[src/include/mmap_cfg.svh]
// memory map, per-region wait counts and target sizing macros

`ifndef MMAP_CFG_SVH
`define MMAP_CFG_SVH

// top address byte of each region
// native ip region
`define NATV_IP_START 8'h10

// apb bridge region
`define APB_START 8'h20

// psram region
`define PSRAM_START 8'h30

// spi-sd region
`define SPISD_START 8'h40

// wait cycles each target inserts before its response cycle
`define NATV_WAIT 0
`define APB_WAIT 1
`define PSRAM_WAIT 3

// slowest target, the sd card stand-in
`define SPISD_WAIT 5

// number of targets behind the fabric
`define TGT_NUM 4

// words per target memory
// indexed by address bits 7:2
`define TGT_DEPTH 64

// read word for an address outside every region
`define UNMAPPED_RDATA 32'hdead_beef

`endif
[src/logic/bus_types_pkg.sv]
// package of bus vector types shared by the fabric blocks

`default_nettype none

`include "mmap_cfg.svh"

package bus_types_pkg;

  // byte address from the core
  typedef logic [31:0] addr_t;

  // read and write data word
  typedef logic [31:0] data_t;

  // one bit per byte lane, all zero for a read
  typedef logic [3:0] strb_t;

  // word index inside one target
  typedef logic [5:0] word_idx_t;

  // one-hot select, one bit per target
  typedef logic [`TGT_NUM-1:0] tgt_sel_t;

endpackage

`default_nettype wire

[src/logic/bus_resp_merge.sv]
// response merger for target ready and read data, with unmapped responder

`timescale 1ns/10ps
`default_nettype none

`include "mmap_cfg.svh"

module bus_resp_merge
  import bus_types_pkg::*;
(
  input  logic                     clk_i,
  input  logic                     arst_n_i,
  // target responses
  input  tgt_sel_t                 tgt_ready_i,
  input  data_t [`TGT_NUM-1:0]     tgt_rdata_i,
  // request that no region claims
  input  logic                     unmapped_valid_i,
  // back to the core
  output logic                     core_ready_o,
  output data_t                    core_rdata_o
);

  logic unmapped_ready_q;

  // one pulse per unmapped request
  // the pulse itself blocks a repeat in the cycle it is high
  always_ff @(posedge clk_i or negedge arst_n_i) begin
    if (!arst_n_i) begin
      unmapped_ready_q <= 1'b0;
    end else begin
      unmapped_ready_q <= unmapped_valid_i && !unmapped_ready_q;
    end
  end

  assign core_ready_o = (tgt_ready_i != '0) || unmapped_ready_q;

  // lowest target index wins, only one is ever ready
  always_comb begin
    core_rdata_o = '0;
    if (unmapped_ready_q) begin
      core_rdata_o = `UNMAPPED_RDATA;
    end
    for (int k = `TGT_NUM - 1; k >= 0; k--) begin
      if (tgt_ready_i[k]) begin
        core_rdata_o = tgt_rdata_i[k];
      end
    end
  end

endmodule

`default_nettype wire

[config.mk]
export PLATFORM = sky130hd
export DESIGN_NAME = bus_resp_merge
export DESIGN_NICKNAME = d
export VERILOG_FILES = /design/src/logic/bus_types_pkg.sv /design/src/logic/bus_resp_merge.sv
export VERILOG_INCLUDE_DIRS = /design/src /design/src/include
export SDC_FILE = /design/constraint.sdc
export NUM_CORES = 1
export LEC_CHECK = 0
export BUFFER_PORTS_ARGS = -buffer_cell sky130_fd_sc_hd__buf_2
export CAP_MARGIN = 20
export CORE_AREA = 2 2 65 67
export DETAILED_ROUTE_END_ITERATION = 10
export DIE_AREA = 0 0 67 69
export PLACE_DENSITY = 0.75
export SLEW_MARGIN = 20
export SYNTH_ARGS = -nofsm -noshare
export SYNTH_HDL_FRONTEND = slang
export SYNTH_SLANG_ARGS = --single-unit
[constraint.sdc]
create_clock -name clk_i -period 5.45 [get_ports clk_i]
set_input_delay 1.3625 -clock clk_i [delete_from_list [all_inputs] [get_ports clk_i]]
set_output_delay 1.3625 -clock clk_i [all_outputs]
set_load 0.05 [all_outputs]
==> run summary, run 1 <==
Initial Util = 24.5%
Startpoint types = input pin
Pins Over Slew Limit = 0
Critical path capture point type = primary output
Worst rel slew slack = 49.0%
Drt initial violations = 41
Synth area leaders = nand2_1 22%, o221ai_1 22%, a22oi_1 19%
Synth Warn # = 0
RSZ-0062 raised after global routing = no
P&R area growth vs syn = 83.7%
Vias per std cell = 5.13
Setup TNS = 0 ps
Layout Cells excl Fill = 357
Antenna diode count = 0
RePlAce Congestion = 0.845
Part of the cycle the worst path needs = 83.2%
Power Density = 128 nW/µm²
Static Leak = 0.972 nW
Aggregate global routing overflow = 0
Largest registers = unmapped_ready_q (1)
Largest net degree at the start of global routing = 43
Number of global-route vias before repair = 1628
Final wirelength = 4600 µm
Yosys top cell area share = 21.9%
Net Count, Synth = 294
Largest register by flop count = unmapped_ready_q
IO Pins = 168
Crit path kind = input pin to primary output
CP Max Fanout = 42
Area of the multi-input gates = 813 µm²
Clock Latency Late Sink = 0 ps
Sequential area share after synthesis = 2.61%
Cell row count = 23
Largest area contributor in the netlist = nand2_1
Setup Skew = 0 ps
Finished Core Util = 45.0%
MaxCap Viol Count = 0
Hold Path Stages = 1
Die height = 69 µm
Clk slew on worst S/H paths = 0 ps
CTS Hold Bufs = 0
Mean Syn Cell Area = 6.04 µm²
Final hold slack = 502 ps
Overall routing resource usage = 17.9%
Seq cells post-synth = 1
DRT antenna net count = 0
Worst reg2reg path depth = 1
Cell area after synthesis = 960 µm²
Vias = 1830
Filler cells = 420
Chip Width = 67 µm
Number of flip-flops in the largest register = 1
TritonRoute pass-1 iters = 4
Initial antenna violation count = 0
Final Net Count = 444
Layout cells sized above 1 = 55.7%
Hold Fails Final Rpt = 0
Worst Max-Slew Pin Slew = 764 ps
Peak VDD IR = 0.0700 mV
Die ar. = 4620 µm²
Post-CTS Setup Bufs = 0
Placed instance count = 357
Post-DR wirelength/cell = 12.9 µm
Post-synthesis cell type count = 17
Final-report setup violation count = 0
Final Critical Period = 4530 ps
Synthesized instance count = 159
Port buffer count = 167
Status = completed
Data required, critical path = 4090 ps
Hold Path Class = flop to flop
Register area = 25.0 µm²
CP arrival = 3170 ps
Max Freq = 0.221 GHz
Drt drc = 0
Post-detail-place hpwl = 3540 µm
First-pass GRT wire length = 6980 µm
Cts repair resizes = 0
Core area = 3910 µm²
-- metal layers --
metal  GRT usage [%]  routed length (µm)  vias to the layer above
met4           0.907                  17                        0
met1            20.9                1850                      807
met2            34.8                2270                      107
li1                -                   -                      914
met3            2.28                 461                        2
met5               0                   0                        -
-- cell usage in the layout, fill, tap and decap left out, types with 2 or more instances in the layout --
| cell | n |
|---|---|
| buf_2 | 167 |
| nand2_1 | 56 |
| o221ai_1 | 24 |
| a22oi_1 | 24 |
| a221oi_1 | 8 |
| nor2_1 | 8 |
| o31ai_1 | 8 |
| inv_1 | 3 |
| nor2b_1 | 2 |
| buf_4 | 2 |
-- synthesized netlist by cell type, drive strengths merged --
master / instances
nand2: 56
a22oi: 24
o221ai: 24
buf: 11
clkbuf: 10
a221oi: 8
nor2: 8
o31ai: 8
inv: 3
nor2b: 2
or3: 2
a21oi: 1
dfrtp: 1
nand2b: 1
-- path summary, 6_finish.rpt --
check	start	endpoint	slack, ps
setup / recovery	tgt_ready_i[0]	core_rdata_o[10]	920
hold / removal	unmapped_ready_q	unmapped_ready_q	500
setup reg to reg	unmapped_ready_q	unmapped_ready_q	4860
hold reg to reg	unmapped_ready_q	unmapped_ready_q	500
max in group asynchronous	arst_n_i	unmapped_ready_q	4230
min in group asynchronous	arst_n_i	unmapped_ready_q	1140
-- metrics by stage --
| stage | power [mW] | setup slack [ps] | cell area [µm²] |
|---|---|---|---|
| 2_1_floorplan | 0.153 | 975 | 960 |
| 6_report | 0.226 | 918 | 1760 |
| 3_3_place_gp | 0.226 | 921 | 1760 |
| 3_5_place_dp | 0.227 | 934 | 1760 |
| 4_1_cts | 0.227 | 922 | 1760 |
| 5_1_grt | 0.243 | 740 | 1760 |
-- power by group --
group / internal, mW / switching, mW / total, mW
Sequential: 0.00807 / 0.000670 / 0.00874
Combinational: 0.0747 / 0.143 / 0.218
Clock: 0 / 0 / 0
-- logic make-up (layout without fill, tap and decap cells) --
kind of cell	count (synthesis)	in the layout	synth area share, %
compound gates	65	65	55.9
flops	1	1	2.61
buf+inv	24	172	12.6
simple gates	69	69	28.8
-- worst max-delay path, stage by stage --
cell and delay, ps:
buf_2 330, inv_1 680, o221ai_1 270, a22oi_1 220, buf_2 290
-- cell type report --
cell class                      count  area share, %
Inverter                            3          0.639
Multi-Input combinational cell    134           46.1
Sequential cell                     1           1.42
Tap cell                           50           3.55
Timing Repair Buffer              169           48.3
Note: power is estimated with default switching activity, not from simulation.
==> inputs of run 2 (changes only) <==
--- a/config.mk
+++ b/config.mk
@@ -11,7 +11,7 @@
 export CORE_AREA = 2 2 65 67
 export DETAILED_ROUTE_END_ITERATION = 10
 export DIE_AREA = 0 0 67 69
-export PLACE_DENSITY = 0.75
+export PLACE_DENSITY = 0.78
 export SLEW_MARGIN = 20
 export SYNTH_ARGS = -nofsm -noshare
 export SYNTH_HDL_FRONTEND = slang
==> constraint.sdc (replaced) <==
create_clock -name clk_i -period 4 [get_ports clk_i]
set_input_delay 1 -clock clk_i [delete_from_list [all_inputs] [get_ports clk_i]]
set_output_delay 1 -clock clk_i [all_outputs]
set_load 0.05 [all_outputs]
==> run 2 against run 1 <==
Effect of this change:
- worst hold slack better by 5.0 ps
- core utilization increased by 0.70 points
- wire length increased by 8.5%
- global-route usage up 1.6 points
- sequential power up 36%
- sequential share of layout area about the same
- design area grew 1.6%
- combinational power rose by 38%
- via count up 3.8%
- die area is the same
- critical path type unchanged
- largest cell class unchanged
- highest routed layer unchanged
==> run summary, run 2 (same netlist as run 1, synthesis figures left out) <==
Pre-CTS setup slack = 326 ps (-609 ps)
Layout cells sized above 1 = 56.0% (+0.29 points)
Finished Core Util = 45.7% (+0.70 points)
Overall routing resource usage = 19.5% (+1.6 points)
Worst reg2reg path depth = 1 (unchanged)
Origin of the worst min-delay path = unmapped_ready_q
Power Density = 175 nW/µm² (+36%)
Met1 Usage GRT = 22.0% (+1.1 points)
Cell area after layout = 1790 µm² (+1.6%)
Die ar. = 4620 µm² (unchanged)
Met2 GRT Util = 39.1% (+4.3 points)
Number of global-route vias before repair = 1731 (+6.3%)
Cell Int Power = 115 µW (+39%)
Clock Latency Late Sink = 0 ps (unchanged)
Hold Path Class = flop to flop
Critical path capture point type = primary output
Drt drc = 0 (unchanged)
Most heavily used metal layer in global routing = met2
Cell row count = 23 (unchanged)
Pwr Total = 313 µW (+38%)
Core area = 3910 µm² (unchanged)
Post-DR wirelength/cell = 13.9 µm (+7.9%)
Final hold slack = 507 ps (+4.96 ps)
CP arrival = 2680 ps (-490 ps)
Layout Cells excl Fill = 359 (+0.56%)
Cts repair resizes = 0 (unchanged)
DRT antenna net count = 0 (unchanged)
Setup Skew = 0 ps (unchanged)
P&R area growth vs syn = 86.6%
Antenna diode count = 0 (unchanged)
MaxCap Viol Count = 0 (unchanged)
Peak VDD IR = 0.0722 mV (+3.2%)
Post-DP Area = 1790 µm² (+1.6%)
RePlAce Congestion = 0.735 (-13%)
Max Freq = 0.272 GHz
Clock share of power = 0% (unchanged)
Static Leak = 0.986 nW (+1.5%)
Drt initial violations = 74 (+80%)
Pins Over Slew Limit = 0 (unchanged)
Comb power frac = 96.2% (about the same)
Net Sw Frac = 63.1% (-0.28 points)
Chip Width = 67 µm (unchanged)
Worst Hold End = unmapped_ready_q
Crit path kind = input pin to primary output
Largest net degree at the start of global routing = 28 (-35%)
RSZ-0062 raised after global routing = no
Vias per std cell = 5.29 (+3.2%)
Die height = 69 µm (unchanged)
Sequential share of power = 3.8% (about the same)
Final-report setup violation count = 0 (unchanged)
TritonRoute pass-1 iters = 5 (+1)
Setup TNS = 0 ps (unchanged)
Final WS setup = 318 ps (-599 ps)
Aggregate global routing overflow = 0 (unchanged)
Initial Util = 24.5% (unchanged)
Startpoint types = input pin
Port buffer count = 167 (unchanged)
Final wirelength = 4990 µm (+8.5%)
Hold Fails Final Rpt = 0 (unchanged)
Most common cell after layout, fill and taps aside = buf_2
Final Critical Period = 3680 ps
IO Pins = 168 (unchanged)
Worst Max-Slew Pin Slew = 675 ps (-89.2 ps)
Final Net Count = 446 (+0.45%)
Post-CTS Setup Bufs = 0 (unchanged)
R2R setup slack = 3410 ps (-1450 ps)
Clk slew on worst S/H paths = 0 ps (unchanged)
Post-detail-place hpwl = 3930 µm (+11%)
CP Max Fanout = 27 (-36%)
Reg2reg start = unmapped_ready_q
CTS Hold Bufs = 0 (unchanged)
Data required, critical path = 3000 ps (-1090 ps)
Part of the cycle the worst path needs = 92.0%
Largest registers = unmapped_ready_q (1)
Largest register by flop count = unmapped_ready_q
Switching power = 197 µW (+38%)
Reg2reg end = unmapped_ready_q
Filler cells = 403 (-4.0%)
Initial antenna violation count = 0 (unchanged)
Vias = 1900 (+3.8%)
Status = completed
Number of flip-flops in the largest register = 1 (unchanged)
First-pass GRT wire length = 7520 µm (+7.7%)
Met3 Track Usage GR = 1.63% (-0.65 points)
Worst rel slew slack = 54.9% (+5.9 points)
Hold Path Stages = 1 (unchanged)
Most frequent cells in the layout = 167 x buf_2, 56 x nand2_1, 24 x o221ai_1, 24 x a22oi_1
Placed instance count = 359 (+0.56%)
-- run 2: cell count changes in the layout (fill, tap and decap cells not counted), sizes merged --
cell,delta
buf,+2
-- run 2: how the worst max path moves through the flow --
stage / startpoint / endpoint / slack [ps]
global placement: tgt_ready_i[0] / core_rdata_o[30] / 370
finish: tgt_ready_i[3] / core_rdata_o[14] / 320
CTS: tgt_ready_i[3] / core_rdata_o[14] / 330
detailed placement: tgt_ready_i[3] / core_rdata_o[29] / 330
floorplan: tgt_ready_i[1] / core_rdata_o[14] / 250
global route: tgt_ready_i[3] / core_rdata_o[14] / 170
-- run 2: power by group through the flow --
stage	clock [mW]	sequential [mW]	combinational, mW
after floorplan	0	0.0117	0.196
after global placement	0	0.0120	0.298
after detailed placement	0	0.0120	0.301
after CTS	0	0.0120	0.302
after global routing	0	0.0121	0.323
final	0	0.0119	0.301
-- run 2: layout make-up --
cell class	instances	area, µm²	share of cell area [%]
multi-input combinational	134	813	45.4
tap	50	62.6	3.49
timing repair buffer	171	878	49.1
inverter	3	11.3	0.629
sequential	1	25.0	1.40
-- run 2: metal layers --
| layer | wire length (µm) | up-vias |
|---|---|---|
| met5 | 0 | - |
| met4 | 30 | 0 |
| met3 | 500 | 2 |
| met2 | 2540 | 126 |
| met1 | 1930 | 855 |
| li1 | - | 917 |
-- run 2: critical path: stages --
cell,delay [ps]
buf_2,380
nor2b_1,560
a221oi_1,160
o31ai_1,270
buf_2,300
