--- src/include/mmap_cfg.svh ---
// memory map, per-region wait counts and target sizing macros

`ifndef MMAP_CFG_SVH
`define MMAP_CFG_SVH

// top address byte of each region
// native ip region
`define NATV_IP_START 8'h10

// apb bridge region
`define APB_START 8'h20

// psram region
`define PSRAM_START 8'h30

// spi-sd region
`define SPISD_START 8'h40

// wait cycles each target inserts before its response cycle
`define NATV_WAIT 0
`define APB_WAIT 1
`define PSRAM_WAIT 3

// slowest target, the sd card stand-in
`define SPISD_WAIT 5

// number of targets behind the fabric
`define TGT_NUM 4

// words per target memory
// indexed by address bits 7:2
`define TGT_DEPTH 64

// read word for an address outside every region
`define UNMAPPED_RDATA 32'hdead_beef

`endif
--- src/logic/bus_types_pkg.sv ---
// package of bus vector types shared by the fabric blocks

`default_nettype none

`include "mmap_cfg.svh"

package bus_types_pkg;

  // byte address from the core
  typedef logic [31:0] addr_t;

  // read and write data word
  typedef logic [31:0] data_t;

  // one bit per byte lane, all zero for a read
  typedef logic [3:0] strb_t;

  // word index inside one target
  typedef logic [5:0] word_idx_t;

  // one-hot select, one bit per target
  typedef logic [`TGT_NUM-1:0] tgt_sel_t;

endpackage

`default_nettype wire

--- src/logic/bus_decode.sv ---
// address decoder with one-hot region valid and unmapped access flag

`timescale 1ns/10ps
`default_nettype none

`include "mmap_cfg.svh"

module bus_decode
  import bus_types_pkg::*;
(
  // core request
  input  logic     core_valid_i,
  input  addr_t    core_addr_i,
  // one valid per target
  output tgt_sel_t tgt_valid_o,
  // request that hits no region
  output logic     unmapped_valid_o
);

  // region table, entry k is the base byte of target k
  localparam logic [7:0] REGION_BASE [`TGT_NUM] = '{
    `NATV_IP_START,
    `APB_START,
    `PSRAM_START,
    `SPISD_START
  };

  logic [7:0] top_byte;
  tgt_sel_t   region_hit;

  // only the top byte selects a region
  assign top_byte = core_addr_i[31:24];

  always_comb begin
    region_hit = '0;
    for (int k = 0; k < `TGT_NUM; k++) begin
      if (top_byte == REGION_BASE[k]) begin
        region_hit[k] = 1'b1;
      end
    end
  end

  // bases are distinct, so at most one bit is set
  assign tgt_valid_o = core_valid_i ? region_hit : '0;

  // nobody claims it, the merger answers instead
  assign unmapped_valid_o = core_valid_i && (region_hit == '0);

endmodule

`default_nettype wire

--- config.mk ---
export PLATFORM = sky130hd
export DESIGN_NAME = bus_decode
export DESIGN_NICKNAME = d
export VERILOG_FILES = /design/src/logic/bus_types_pkg.sv /design/src/logic/bus_decode.sv
export VERILOG_INCLUDE_DIRS = /design/src /design/src/include
export SDC_FILE = /design/constraint.sdc
export NUM_CORES = 1
export LEC_CHECK = 0
export BUFFER_PORTS_ARGS = -buffer_cell sky130_fd_sc_hd__buf_2
export CAP_MARGIN = 20
export CORE_AREA = 2 2 39 41
export DETAILED_ROUTE_END_ITERATION = 10
export DIE_AREA = 0 0 41 43
export MAX_ROUTING_LAYER = met4
export SETUP_SLACK_MARGIN = 0.4
export SLEW_MARGIN = 15
export SYNTH_ARGS = -nofsm -noshare
export SYNTH_HDL_FRONTEND = slang
export SYNTH_SLANG_ARGS = --single-unit
--- constraint.sdc ---
create_clock -name vclk -period 1.65
set_input_delay 0.0825 -clock vclk [all_inputs]
set_output_delay 0.0825 -clock vclk [all_outputs]
set_load 0.02 [all_outputs]
==> results of run 1 <==
## synth_stat cells
cell type  instances  area share
nor3_1             1       0.051
inv_1              1       0.038
o41a_1             1        0.12
o21a_1             1       0.077
nor4_1             4        0.26
nand3b_1           1       0.077
or3b_2             3        0.27
or4_4              1        0.12
## cell type report
class              instances  share of cell area
multi-input cells         12               0.485
repair buffers            14               0.400
well taps                 16              0.0970
inverters                  1              0.0182
## kinds of logic (layout without fill, tap and decap cells)
kind of cell,count (synthesis),after routing,share of synthesized area
AOI/OAI and AO/OA,2,2,0.192
buffers and inverters,1,15,0.0384
and+or+nand+nor,10,10,0.769
## how the worst max path moves through the flow
stage               startpoint               end  slack (ps)  depth (start not counted)
2_1_floorplan  core_addr_i[25]    tgt_valid_o[0]         240                          2
5_1_grt        core_addr_i[27]  unmapped_valid_o         350                          4
3_5_place_dp   core_addr_i[25]  unmapped_valid_o         270                          4
6_report       core_addr_i[27]  unmapped_valid_o         360                          4
4_1_cts        core_addr_i[27]  unmapped_valid_o         370                          4
3_3_place_gp   core_addr_i[25]  unmapped_valid_o         260                          4
## where the power goes
group / switching, mW / internal (mW)
sequential: 0 / 0
combinational: 0.0161 / 0.0186
clock: 0 / 0
total: 0.0161 / 0.0186
## layer usage
layer / up-vias / track usage
li1: 85 / -
met1: 74 / 0.0222
met2: 8 / 0.0906
met3: 0 / 0
met4: 0 / 0
met5: - / -
## what timing repair did
item                       in CTS  in global routing
hold buffers                    0                  0
setup endpoints to repair       4                  5
pin swaps                       2                  0
resized for setup               3                  1
==> run_summary.xml, run 1 <==
<?xml version="1.0" encoding="UTF-8"?>
<metrics>
  <group name="outcome">
    <metric name="outcome" unit="">finished, final reports clean</metric>
  </group>
  <group name="timing">
    <metric name="timing_max_transition_violations_final" unit="">0</metric>
    <metric name="timing_hold_violations_final" unit="">0</metric>
    <metric name="worst_slew_pin_slew" unit="ps">226</metric>
    <metric name="final_critical_path_setup_slack" unit="ps">359</metric>
    <metric name="finalWorstPathRequiredPeriod" unit="ps">1290</metric>
    <metric name="holdWs" unit="ps">501</metric>
    <metric name="timing.final.crit_share" unit="">0.783</metric>
    <metric name="final.setup.tns" unit="ps">0</metric>
    <metric name="max_freq" unit="MHz">774</metric>
    <metric name="setup_repair_after_global_routing_missed_its_margin" unit="">true</metric>
    <metric name="slew_headroom" unit="">0.848</metric>
    <metric name="final_setup_violations" unit="">0</metric>
  </group>
  <group name="layout">
    <metric name="total_area_of_multi_input_combinational_cells" unit="sq um">100</metric>
    <metric name="most_common_cell_after_layout_fill_and_taps_aside" unit="">buf_2</metric>
    <metric name="final_design_area_no_fill" unit="sq um">206</metric>
    <metric name="area_growth_from_synthesis_to_layout" unit="%">112</metric>
    <metric name="layout.core_utilization" unit="">0.149</metric>
    <metric name="filler_cell_count" unit="">161</metric>
    <metric name="flops_and_latches" unit="">0</metric>
    <metric name="design.final.nets" unit="">62</metric>
    <metric name="stdcell_count" unit="">43</metric>
    <metric name="diodes" unit="">0</metric>
    <metric name="nClkBuffers" unit="">0</metric>
    <metric name="area.sequential" unit="sq um">0</metric>
    <metric name="most-common-layout-cells" unit="">buf_2, nor4_1, or3b_2</metric>
    <metric name="drive_gt1_frac" unit="">0.704</metric>
  </group>
  <group name="placement">
    <metric name="finalWeightedCongestion" unit="">0.415</metric>
    <metric name="placedInstanceArea" unit="sq um">188</metric>
    <metric name="port_buffers" unit="">14</metric>
    <metric name="placedCellCount" unit="">43</metric>
    <metric name="detailedPlace.worstSlack" unit="ps">270</metric>
  </group>
  <group name="floorplan">
    <metric name="die_w" unit="um">41</metric>
    <metric name="core.rowCount" unit="">14</metric>
    <metric name="fp.dieH" unit="um">43</metric>
    <metric name="floorplan.initialDensity" unit="">0.0705</metric>
    <metric name="design.core.area" unit="sq mm">0.00138</metric>
    <metric name="num_io_pins" unit="">38</metric>
    <metric name="die_area" unit="sq mm">0.00176</metric>
  </group>
  <group name="worst_setup_path">
    <metric name="worstPathBufferInverterCount" unit="">2</metric>
    <metric name="timing.critical_path.arrival" unit="ps">1210</metric>
    <metric name="worst_path_max_delay_cell" unit="">or4_4</metric>
    <metric name="setup.worst_path.end_class" unit="">primary output</metric>
    <metric name="worst-path-max-fanout" unit="">5</metric>
    <metric name="required_arrival_time_at_the_worst_endpoint" unit="ps">1570</metric>
    <metric name="timing.critical_path.cells" unit="">buf_6, or4_4, o41a_1, buf_6</metric>
    <metric name="start_kind" unit="">input port</metric>
    <metric name="path_delay_family" unit="">simple AND/OR/NAND/NOR gates</metric>
    <metric name="cpMostUsedCell" unit="">buf_6</metric>
    <metric name="slowest_delay" unit="ps">560</metric>
    <metric name="worstSetupPathType" unit="">in2out</metric>
  </group>
  <group name="global_routing">
    <metric name="first_global_vias" unit="">138</metric>
    <metric name="grt_util_all_layers" unit="">0.0368</metric>
    <metric name="globalRouteOverflowTotal" unit="">0</metric>
    <metric name="grt_first_pass_wirelength" unit="um">476</metric>
    <metric name="grt_start_max_net_pins" unit="">7</metric>
    <metric name="antenna_found_initial" unit="">0</metric>
  </group>
  <group name="drt">
    <metric name="post_drt_wl_per_cell" unit="um">8.49</metric>
    <metric name="detail_route.wirelength.met1" unit="um">113</metric>
    <metric name="wl_met3" unit="um">45</metric>
    <metric name="detailroute.wirelength.met2" unit="um">206</metric>
    <metric name="detail-route-antenna-nets" unit="">0</metric>
    <metric name="detail_route.wirelength" unit="um">365</metric>
    <metric name="route.vias.total" unit="">167</metric>
    <metric name="via_per_inst" unit="">3.88</metric>
    <metric name="drt_drc_violations_left" unit="">0</metric>
    <metric name="topRoutingLayerUsed" unit="">met3</metric>
    <metric name="drt_iter0_drc" unit="">0</metric>
    <metric name="detail_route.first_pass.iterations" unit="">1</metric>
  </group>
  <group name="synthesis">
    <metric name="yosys_warnings" unit="">0</metric>
    <metric name="synth_seq_area_share" unit="">0</metric>
    <metric name="post_synth_instance_area" unit="sq um">97.6</metric>
    <metric name="syn_avg_cell_area" unit="sq um">7.51</metric>
    <metric name="mappedNetlistNets" unit="">46</metric>
    <metric name="post_synth_inst_count" unit="">13</metric>
    <metric name="synth.distinct_cells" unit="">8</metric>
  </group>
  <group name="power">
    <metric name="p_leak" unit="nW">0.0868</metric>
    <metric name="cellPowerDensity" unit="mW/mm^2">168</metric>
    <metric name="max-vdd-ir-drop" unit="V">0.0000260</metric>
    <metric name="power.total" unit="mW">0.0347</metric>
  </group>
  <group name="min_path">
    <metric name="hold-path-cell-count" unit="">3</metric>
    <metric name="timing.hold.worst.class" unit="">in2out</metric>
    <metric name="hold_start" unit="">core_addr_i[26]</metric>
    <metric name="hold_path_end" unit="">tgt_valid_o[0]</metric>
  </group>
  <group name="clock_network">
    <metric name="cts.repair_timing.setup_buffer_count" unit="">0</metric>
  </group>
  <group name="flow_run">
    <metric name="max_cap_viol_count" unit="">0</metric>
  </group>
</metrics>
Power figures use the tool's default switching activity.
==> run 2, diff against run 1 <==
==> constraint.sdc (replaced) <==
create_clock -name vclk -period 1.3
set_input_delay 0.065 -clock vclk [all_inputs]
set_output_delay 0.065 -clock vclk [all_outputs]
set_load 0.02 [all_outputs]
==> run_summary.xml, run 2 (synthesis results as in run 1) <==
<?xml version="1.0" encoding="UTF-8"?>
<metrics>
  <group name="worst_setup_path">
    <metric name="slowest_delay" unit="ps">550</metric>
    <metric name="worst_path_max_delay_cell" unit="">or4_4</metric>
    <metric name="timing.critical_path.arrival" unit="ps">1180</metric>
    <metric name="start_kind" unit="">input port</metric>
    <metric name="cpMostUsedCell" unit="">buf_6</metric>
    <metric name="worstPathBufferInverterCount" unit="">2</metric>
    <metric name="path_delay_family" unit="">simple AND/OR/NAND/NOR gates</metric>
    <metric name="setup.worst_path.end_class" unit="">primary output</metric>
    <metric name="required_arrival_time_at_the_worst_endpoint" unit="ps">1240</metric>
    <metric name="worst-path-max-fanout" unit="">2</metric>
    <metric name="worstSetupPathType" unit="">in2out</metric>
    <metric name="timing.critical_path.cells" unit="">buf_6, or4_4, o41a_1, buf_6</metric>
  </group>
  <group name="power">
    <metric name="p_leak" unit="nW">0.111</metric>
    <metric name="combPwrFrac" unit="">1.000</metric>
    <metric name="power_switching_share" unit="">0.529</metric>
    <metric name="cellPowerDensity" unit="mW/mm^2">204</metric>
    <metric name="max-vdd-ir-drop" unit="V">0.0000719</metric>
    <metric name="internal_power" unit="mW">0.0279</metric>
    <metric name="power.clock.fraction" unit="">0</metric>
    <metric name="power_frac_seq" unit="">0</metric>
    <metric name="p_switching" unit="mW">0.0313</metric>
  </group>
  <group name="floorplan">
    <metric name="floorplan.initialDensity" unit="">0.0705</metric>
    <metric name="die_w" unit="um">41</metric>
    <metric name="num_io_pins" unit="">38</metric>
    <metric name="design.core.area" unit="sq mm">0.00138</metric>
    <metric name="core.rowCount" unit="">14</metric>
    <metric name="die_area" unit="sq mm">0.00176</metric>
    <metric name="fp.dieH" unit="um">43</metric>
  </group>
  <group name="drt">
    <metric name="detail_route.first_pass.iterations" unit="">2</metric>
    <metric name="detail_route.wirelength" unit="um">397</metric>
    <metric name="detailroute.wirelength.met2" unit="um">141</metric>
    <metric name="detail_route.wirelength.met1" unit="um">197</metric>
    <metric name="route.vias.total" unit="">172</metric>
    <metric name="drt_drc_violations_left" unit="">0</metric>
    <metric name="detail-route-antenna-nets" unit="">0</metric>
    <metric name="drt_iter0_drc" unit="">2</metric>
    <metric name="topRoutingLayerUsed" unit="">met3</metric>
    <metric name="wl_met3" unit="um">58</metric>
    <metric name="via_per_inst" unit="">3.91</metric>
    <metric name="post_drt_wl_per_cell" unit="um">9.02</metric>
  </group>
  <group name="layout">
    <metric name="drive_gt1_frac" unit="">0.821</metric>
    <metric name="final_design_area_no_fill" unit="sq um">290</metric>
    <metric name="area_growth_from_synthesis_to_layout" unit="%">197</metric>
    <metric name="area.sequential" unit="sq um">0</metric>
    <metric name="nClkBuffers" unit="">0</metric>
    <metric name="flops_and_latches" unit="">0</metric>
    <metric name="most-common-layout-cells" unit="">buf_2, nor4_4, buf_4</metric>
    <metric name="most_common_cell_after_layout_fill_and_taps_aside" unit="">buf_2</metric>
    <metric name="diodes" unit="">0</metric>
    <metric name="design.final.nets" unit="">63</metric>
  </group>
  <group name="clock_network">
    <metric name="cts.repair_timing.setup_buffer_count" unit="">0</metric>
  </group>
  <group name="min_path">
    <metric name="hold-path-cell-count" unit="">3</metric>
    <metric name="hold_path_end" unit="">unmapped_valid_o</metric>
    <metric name="timing.hold.worst.class" unit="">in2out</metric>
    <metric name="hold_start" unit="">core_valid_i</metric>
  </group>
  <group name="outcome">
    <metric name="outcome" unit="">finished, final reports clean</metric>
  </group>
  <group name="timing">
    <metric name="timing.final.crit_share" unit="">0.956</metric>
    <metric name="holdWs" unit="ps">477</metric>
    <metric name="setup_repair_after_global_routing_missed_its_margin" unit="">true</metric>
    <metric name="worst_slew_pin_slew" unit="ps">318</metric>
    <metric name="timing_hold_violations_final" unit="">0</metric>
    <metric name="max_freq" unit="MHz">805</metric>
    <metric name="timing_max_transition_violations_final" unit="">0</metric>
    <metric name="slew_headroom" unit="">0.788</metric>
    <metric name="final_setup_violations" unit="">0</metric>
    <metric name="finalWorstPathRequiredPeriod" unit="ps">1240</metric>
  </group>
  <group name="global_routing">
    <metric name="grt_util_all_layers" unit="">0.0440</metric>
    <metric name="antenna_found_initial" unit="">0</metric>
    <metric name="globalRouteOverflowTotal" unit="">0</metric>
    <metric name="grt_first_pass_wirelength" unit="um">565</metric>
    <metric name="grt_start_max_net_pins" unit="">7</metric>
    <metric name="first_global_vias" unit="">144</metric>
  </group>
  <group name="flow_run">
    <metric name="max_cap_viol_count" unit="">0</metric>
  </group>
  <group name="placement">
    <metric name="placedInstanceArea" unit="sq um">268</metric>
    <metric name="finalWeightedCongestion" unit="">0.532</metric>
    <metric name="port_buffers" unit="">14</metric>
  </group>
</metrics>
==> run 2: changes by cell type in the layout (fill, tap and decap cells not counted), sizes merged <==
cell / previous run / this run
buf: 14 / 15
==> run 2: power by group through the flow <==
stage	clock network [mW]	registers [mW]	logic [mW]
detailed placement	0	0	0.0548
CTS	0	0	0.0594
finish	0	0	0.0592
global placement	0	0	0.0539
global route	0	0	0.0640
floorplan	0	0	0.0247
==> run 2: how the worst max path moves through the flow <==
stage	slack (ps)	depth (start not counted)	start	to
2_1_floorplan	150	2	core_addr_i[25]	unmapped_valid_o
3_3_place_gp	-30	5	core_addr_i[25]	tgt_valid_o[1]
3_5_place_dp	-40	5	core_addr_i[25]	tgt_valid_o[3]
4_1_cts	60	5	core_addr_i[27]	tgt_valid_o[3]
5_1_grt	20	5	core_addr_i[27]	tgt_valid_o[3]
6_report	60	4	core_addr_i[27]	unmapped_valid_o
==> run 2: repair_timing <==
item                                    CTS  global route
gates resized for setup                   7             0
endpoints found under the setup margin    5             5
pin swaps                                 5             0
hold buffers                              0             0
==> run 2: layout make-up <==
class                      instances  area (sq um)
timing repair buffer              15           113
multi-input combinational         12           154
inverter                           1          3.75
fill                             151          1090
tap                               16          20.0
==> run 2: per-layer routing <==
| metal | vias to the layer above | GRT usage |
|---|---|---|
| li1 | 87 | - |
| met1 | 71 | 0.0633 |
| met2 | 14 | 0.0719 |
| met3 | 0 | 0 |
| met4 | 0 | 0 |
| met5 | - | - |
==> run 2: stage by stage <==
stage / setup slack (ps) / cells / total power [mW] / util / setup TNS, ps
after global placement: -28.3 / 44 / 0.0539 / 0.193 / -56.2
after CTS: 56.4 / 44 / 0.0594 / 0.210 / 0
after global routing: 23.4 / 44 / 0.0640 / 0.210 / 0
after floorplan: 146 / 13 / 0.0247 / - / 0
final: 57.7 / 44 / 0.0592 / 0.210 / 0
after detailed placement: -42.3 / 44 / 0.0548 / 0.193 / -102
==> run 3, diff against run 2 <==
--- a/config.mk
+++ b/config.mk
@@ -12,6 +12,7 @@
 export DETAILED_ROUTE_END_ITERATION = 10
 export DIE_AREA = 0 0 41 43
 export MAX_ROUTING_LAYER = met4
+export REMOVE_ABC_BUFFERS = 1
 export SETUP_SLACK_MARGIN = 0.4
 export SLEW_MARGIN = 15
 export SYNTH_ARGS = -nofsm -noshare
==> run_summary.xml, run 3 (synthesis results as in run 1) <==
<?xml version="1.0" encoding="UTF-8"?>
<metrics>
  <group name="drt">
    <metric name="drt_drc_violations_left" unit="">0</metric>
    <metric name="route.vias.total" unit="">176</metric>
    <metric name="drt_iter0_drc" unit="">0</metric>
    <metric name="detail-route-antenna-nets" unit="">0</metric>
    <metric name="via_per_inst" unit="">4.00</metric>
    <metric name="post_drt_wl_per_cell" unit="um">9.64</metric>
    <metric name="detail_route.wirelength" unit="um">424</metric>
    <metric name="detail_route.first_pass.iterations" unit="">1</metric>
  </group>
  <group name="power">
    <metric name="power_switching_share" unit="">0.524</metric>
    <metric name="cellPowerDensity" unit="mW/mm^2">202</metric>
    <metric name="max-vdd-ir-drop" unit="V">0.0000379</metric>
    <metric name="power.clock.fraction" unit="">0</metric>
    <metric name="p_switching" unit="mW">0.0288</metric>
    <metric name="combPwrFrac" unit="">1.000</metric>
    <metric name="internal_power" unit="mW">0.0262</metric>
    <metric name="p_leak" unit="nW">0.103</metric>
    <metric name="power_frac_seq" unit="">0</metric>
  </group>
  <group name="worst_setup_path">
    <metric name="worst_path_max_delay_cell" unit="">or4_4</metric>
    <metric name="worst-path-max-fanout" unit="">4</metric>
    <metric name="start_kind" unit="">input port</metric>
    <metric name="required_arrival_time_at_the_worst_endpoint" unit="ps">1240</metric>
    <metric name="timing.critical_path.arrival" unit="ps">1160</metric>
    <metric name="setup.worst_path.end_class" unit="">primary output</metric>
    <metric name="cpMostUsedCell" unit="">buf_6</metric>
    <metric name="slowest_delay" unit="ps">530</metric>
    <metric name="worstSetupPathType" unit="">in2out</metric>
    <metric name="timing.critical_path.cells" unit="">buf_6, or4_4, buf_6, nor4_4, buf_4</metric>
  </group>
  <group name="outcome">
    <metric name="outcome" unit="">finished, final reports clean</metric>
  </group>
  <group name="min_path">
    <metric name="hold_start" unit="">core_valid_i</metric>
    <metric name="hold_path_end" unit="">unmapped_valid_o</metric>
    <metric name="timing.hold.worst.class" unit="">in2out</metric>
    <metric name="hold-path-cell-count" unit="">3</metric>
  </group>
  <group name="floorplan">
    <metric name="core.rowCount" unit="">14</metric>
    <metric name="num_io_pins" unit="">38</metric>
    <metric name="fp.dieH" unit="um">43</metric>
    <metric name="die_w" unit="um">41</metric>
    <metric name="floorplan.initialDensity" unit="">0.0705</metric>
    <metric name="die_area" unit="sq mm">0.00176</metric>
    <metric name="design.core.area" unit="sq mm">0.00138</metric>
  </group>
  <group name="timing">
    <metric name="slew_headroom" unit="">0.807</metric>
    <metric name="timing_hold_violations_final" unit="">0</metric>
    <metric name="finalWorstPathRequiredPeriod" unit="ps">1230</metric>
    <metric name="max_freq" unit="MHz">814</metric>
    <metric name="timing.final.crit_share" unit="">0.945</metric>
    <metric name="timing_max_transition_violations_final" unit="">0</metric>
    <metric name="final_critical_path_setup_slack" unit="ps">71.6</metric>
    <metric name="worst_slew_pin_slew" unit="ps">288</metric>
    <metric name="final_setup_violations" unit="">0</metric>
    <metric name="holdWs" unit="ps">474</metric>
    <metric name="setup_repair_after_global_routing_missed_its_margin" unit="">true</metric>
  </group>
  <group name="placement">
    <metric name="detailedPlace.worstSlack" unit="ps">-65.8</metric>
    <metric name="port_buffers" unit="">14</metric>
    <metric name="finalWeightedCongestion" unit="">0.415</metric>
    <metric name="placedCellCount" unit="">44</metric>
  </group>
  <group name="layout">
    <metric name="area_growth_from_synthesis_to_layout" unit="%">179</metric>
    <metric name="area.sequential" unit="sq um">0</metric>
    <metric name="drive_gt1_frac" unit="">0.821</metric>
    <metric name="diodes" unit="">0</metric>
    <metric name="flops_and_latches" unit="">0</metric>
    <metric name="design.final.nets" unit="">63</metric>
    <metric name="nClkBuffers" unit="">0</metric>
    <metric name="most-common-layout-cells" unit="">buf_2, buf_4, or3b_2, nor4_4, buf_6</metric>
    <metric name="stdcell_count" unit="">44</metric>
    <metric name="most_common_cell_after_layout_fill_and_taps_aside" unit="">buf_2</metric>
  </group>
  <group name="flow_run">
    <metric name="max_cap_viol_count" unit="">0</metric>
  </group>
  <group name="global_routing">
    <metric name="globalRouteOverflowTotal" unit="">0</metric>
    <metric name="grt_util_all_layers" unit="">0.0409</metric>
    <metric name="grt_start_max_net_pins" unit="">7</metric>
    <metric name="first_global_vias" unit="">156</metric>
    <metric name="grt_first_pass_wirelength" unit="um">531</metric>
    <metric name="antenna_found_initial" unit="">0</metric>
  </group>
  <group name="clock_network">
    <metric name="cts_hold_repair.buffers" unit="">0</metric>
  </group>
</metrics>
## run 3: changes by cell type in the layout (fill, tap and decap cells not counted)
cell / before / now
buf_6: 2 / 3
buf_12: 1 / 0
nor4_4: 4 / 3
nor4_2: 0 / 1
## run 3: final cells by class
type                            instances  area (sq um)
Fill cell                             158          1110
Inverter                                1          3.75
Multi-Input combinational cell         12           145
Tap cell                               16          20.0
Timing Repair Buffer                   15           104
## run 3: through the flow
step	area, sq um	utilization	setup TNS [ps]	power, mW
after global routing	273	0.197	0	0.0596
final	273	0.197	0	0.0550
after global placement	195	0.141	-125	0.0387
after CTS	230	0.166	0	0.0477
after detailed placement	195	0.141	-154	0.0397
after floorplan	97.6	-	-302	0.0159
## run 3: per-layer routing
layer,share of wire,vias up,global-route usage
met5,0,-,-
met4,0,0,0
li1,-,87,-
met2,0.63,8,0.0969
met1,0.28,81,0.0285
met3,0.087,0,0
## run 3: how the worst max path moves through the flow
stage	start	endpoint	cells past startpoint
after global routing	core_addr_i[27]	tgt_valid_o[3]	5
after global placement	core_addr_i[25]	unmapped_valid_o	4
after CTS	core_addr_i[27]	tgt_valid_o[2]	5
final	core_addr_i[27]	tgt_valid_o[3]	5
after detailed placement	core_addr_i[25]	tgt_valid_o[0]	5
after floorplan	core_addr_i[25]	tgt_valid_o[0]	2
## run 3: power by group through the flow
stage | combinational (mW) | clock, mW | sequential, mW
detailed placement | 0.0397 | 0 | 0
CTS | 0.0477 | 0 | 0
floorplan | 0.0159 | 0 | 0
global route | 0.0596 | 0 | 0
global placement | 0.0387 | 0 | 0
finish | 0.0550 | 0 | 0
## run 3: timing repair
action	4_1_cts	5_1_grt
gates cloned	0	0
setup buffers	0	0
setup endpoints to repair	5	5
pin swaps	6	0
gates resized for setup	7	8
## run 3: worst max-delay path, delay by kind of cell
family	cells	cell delay [ps]
AND/OR/NAND/NOR	2	670
buffers and inverters	3	430
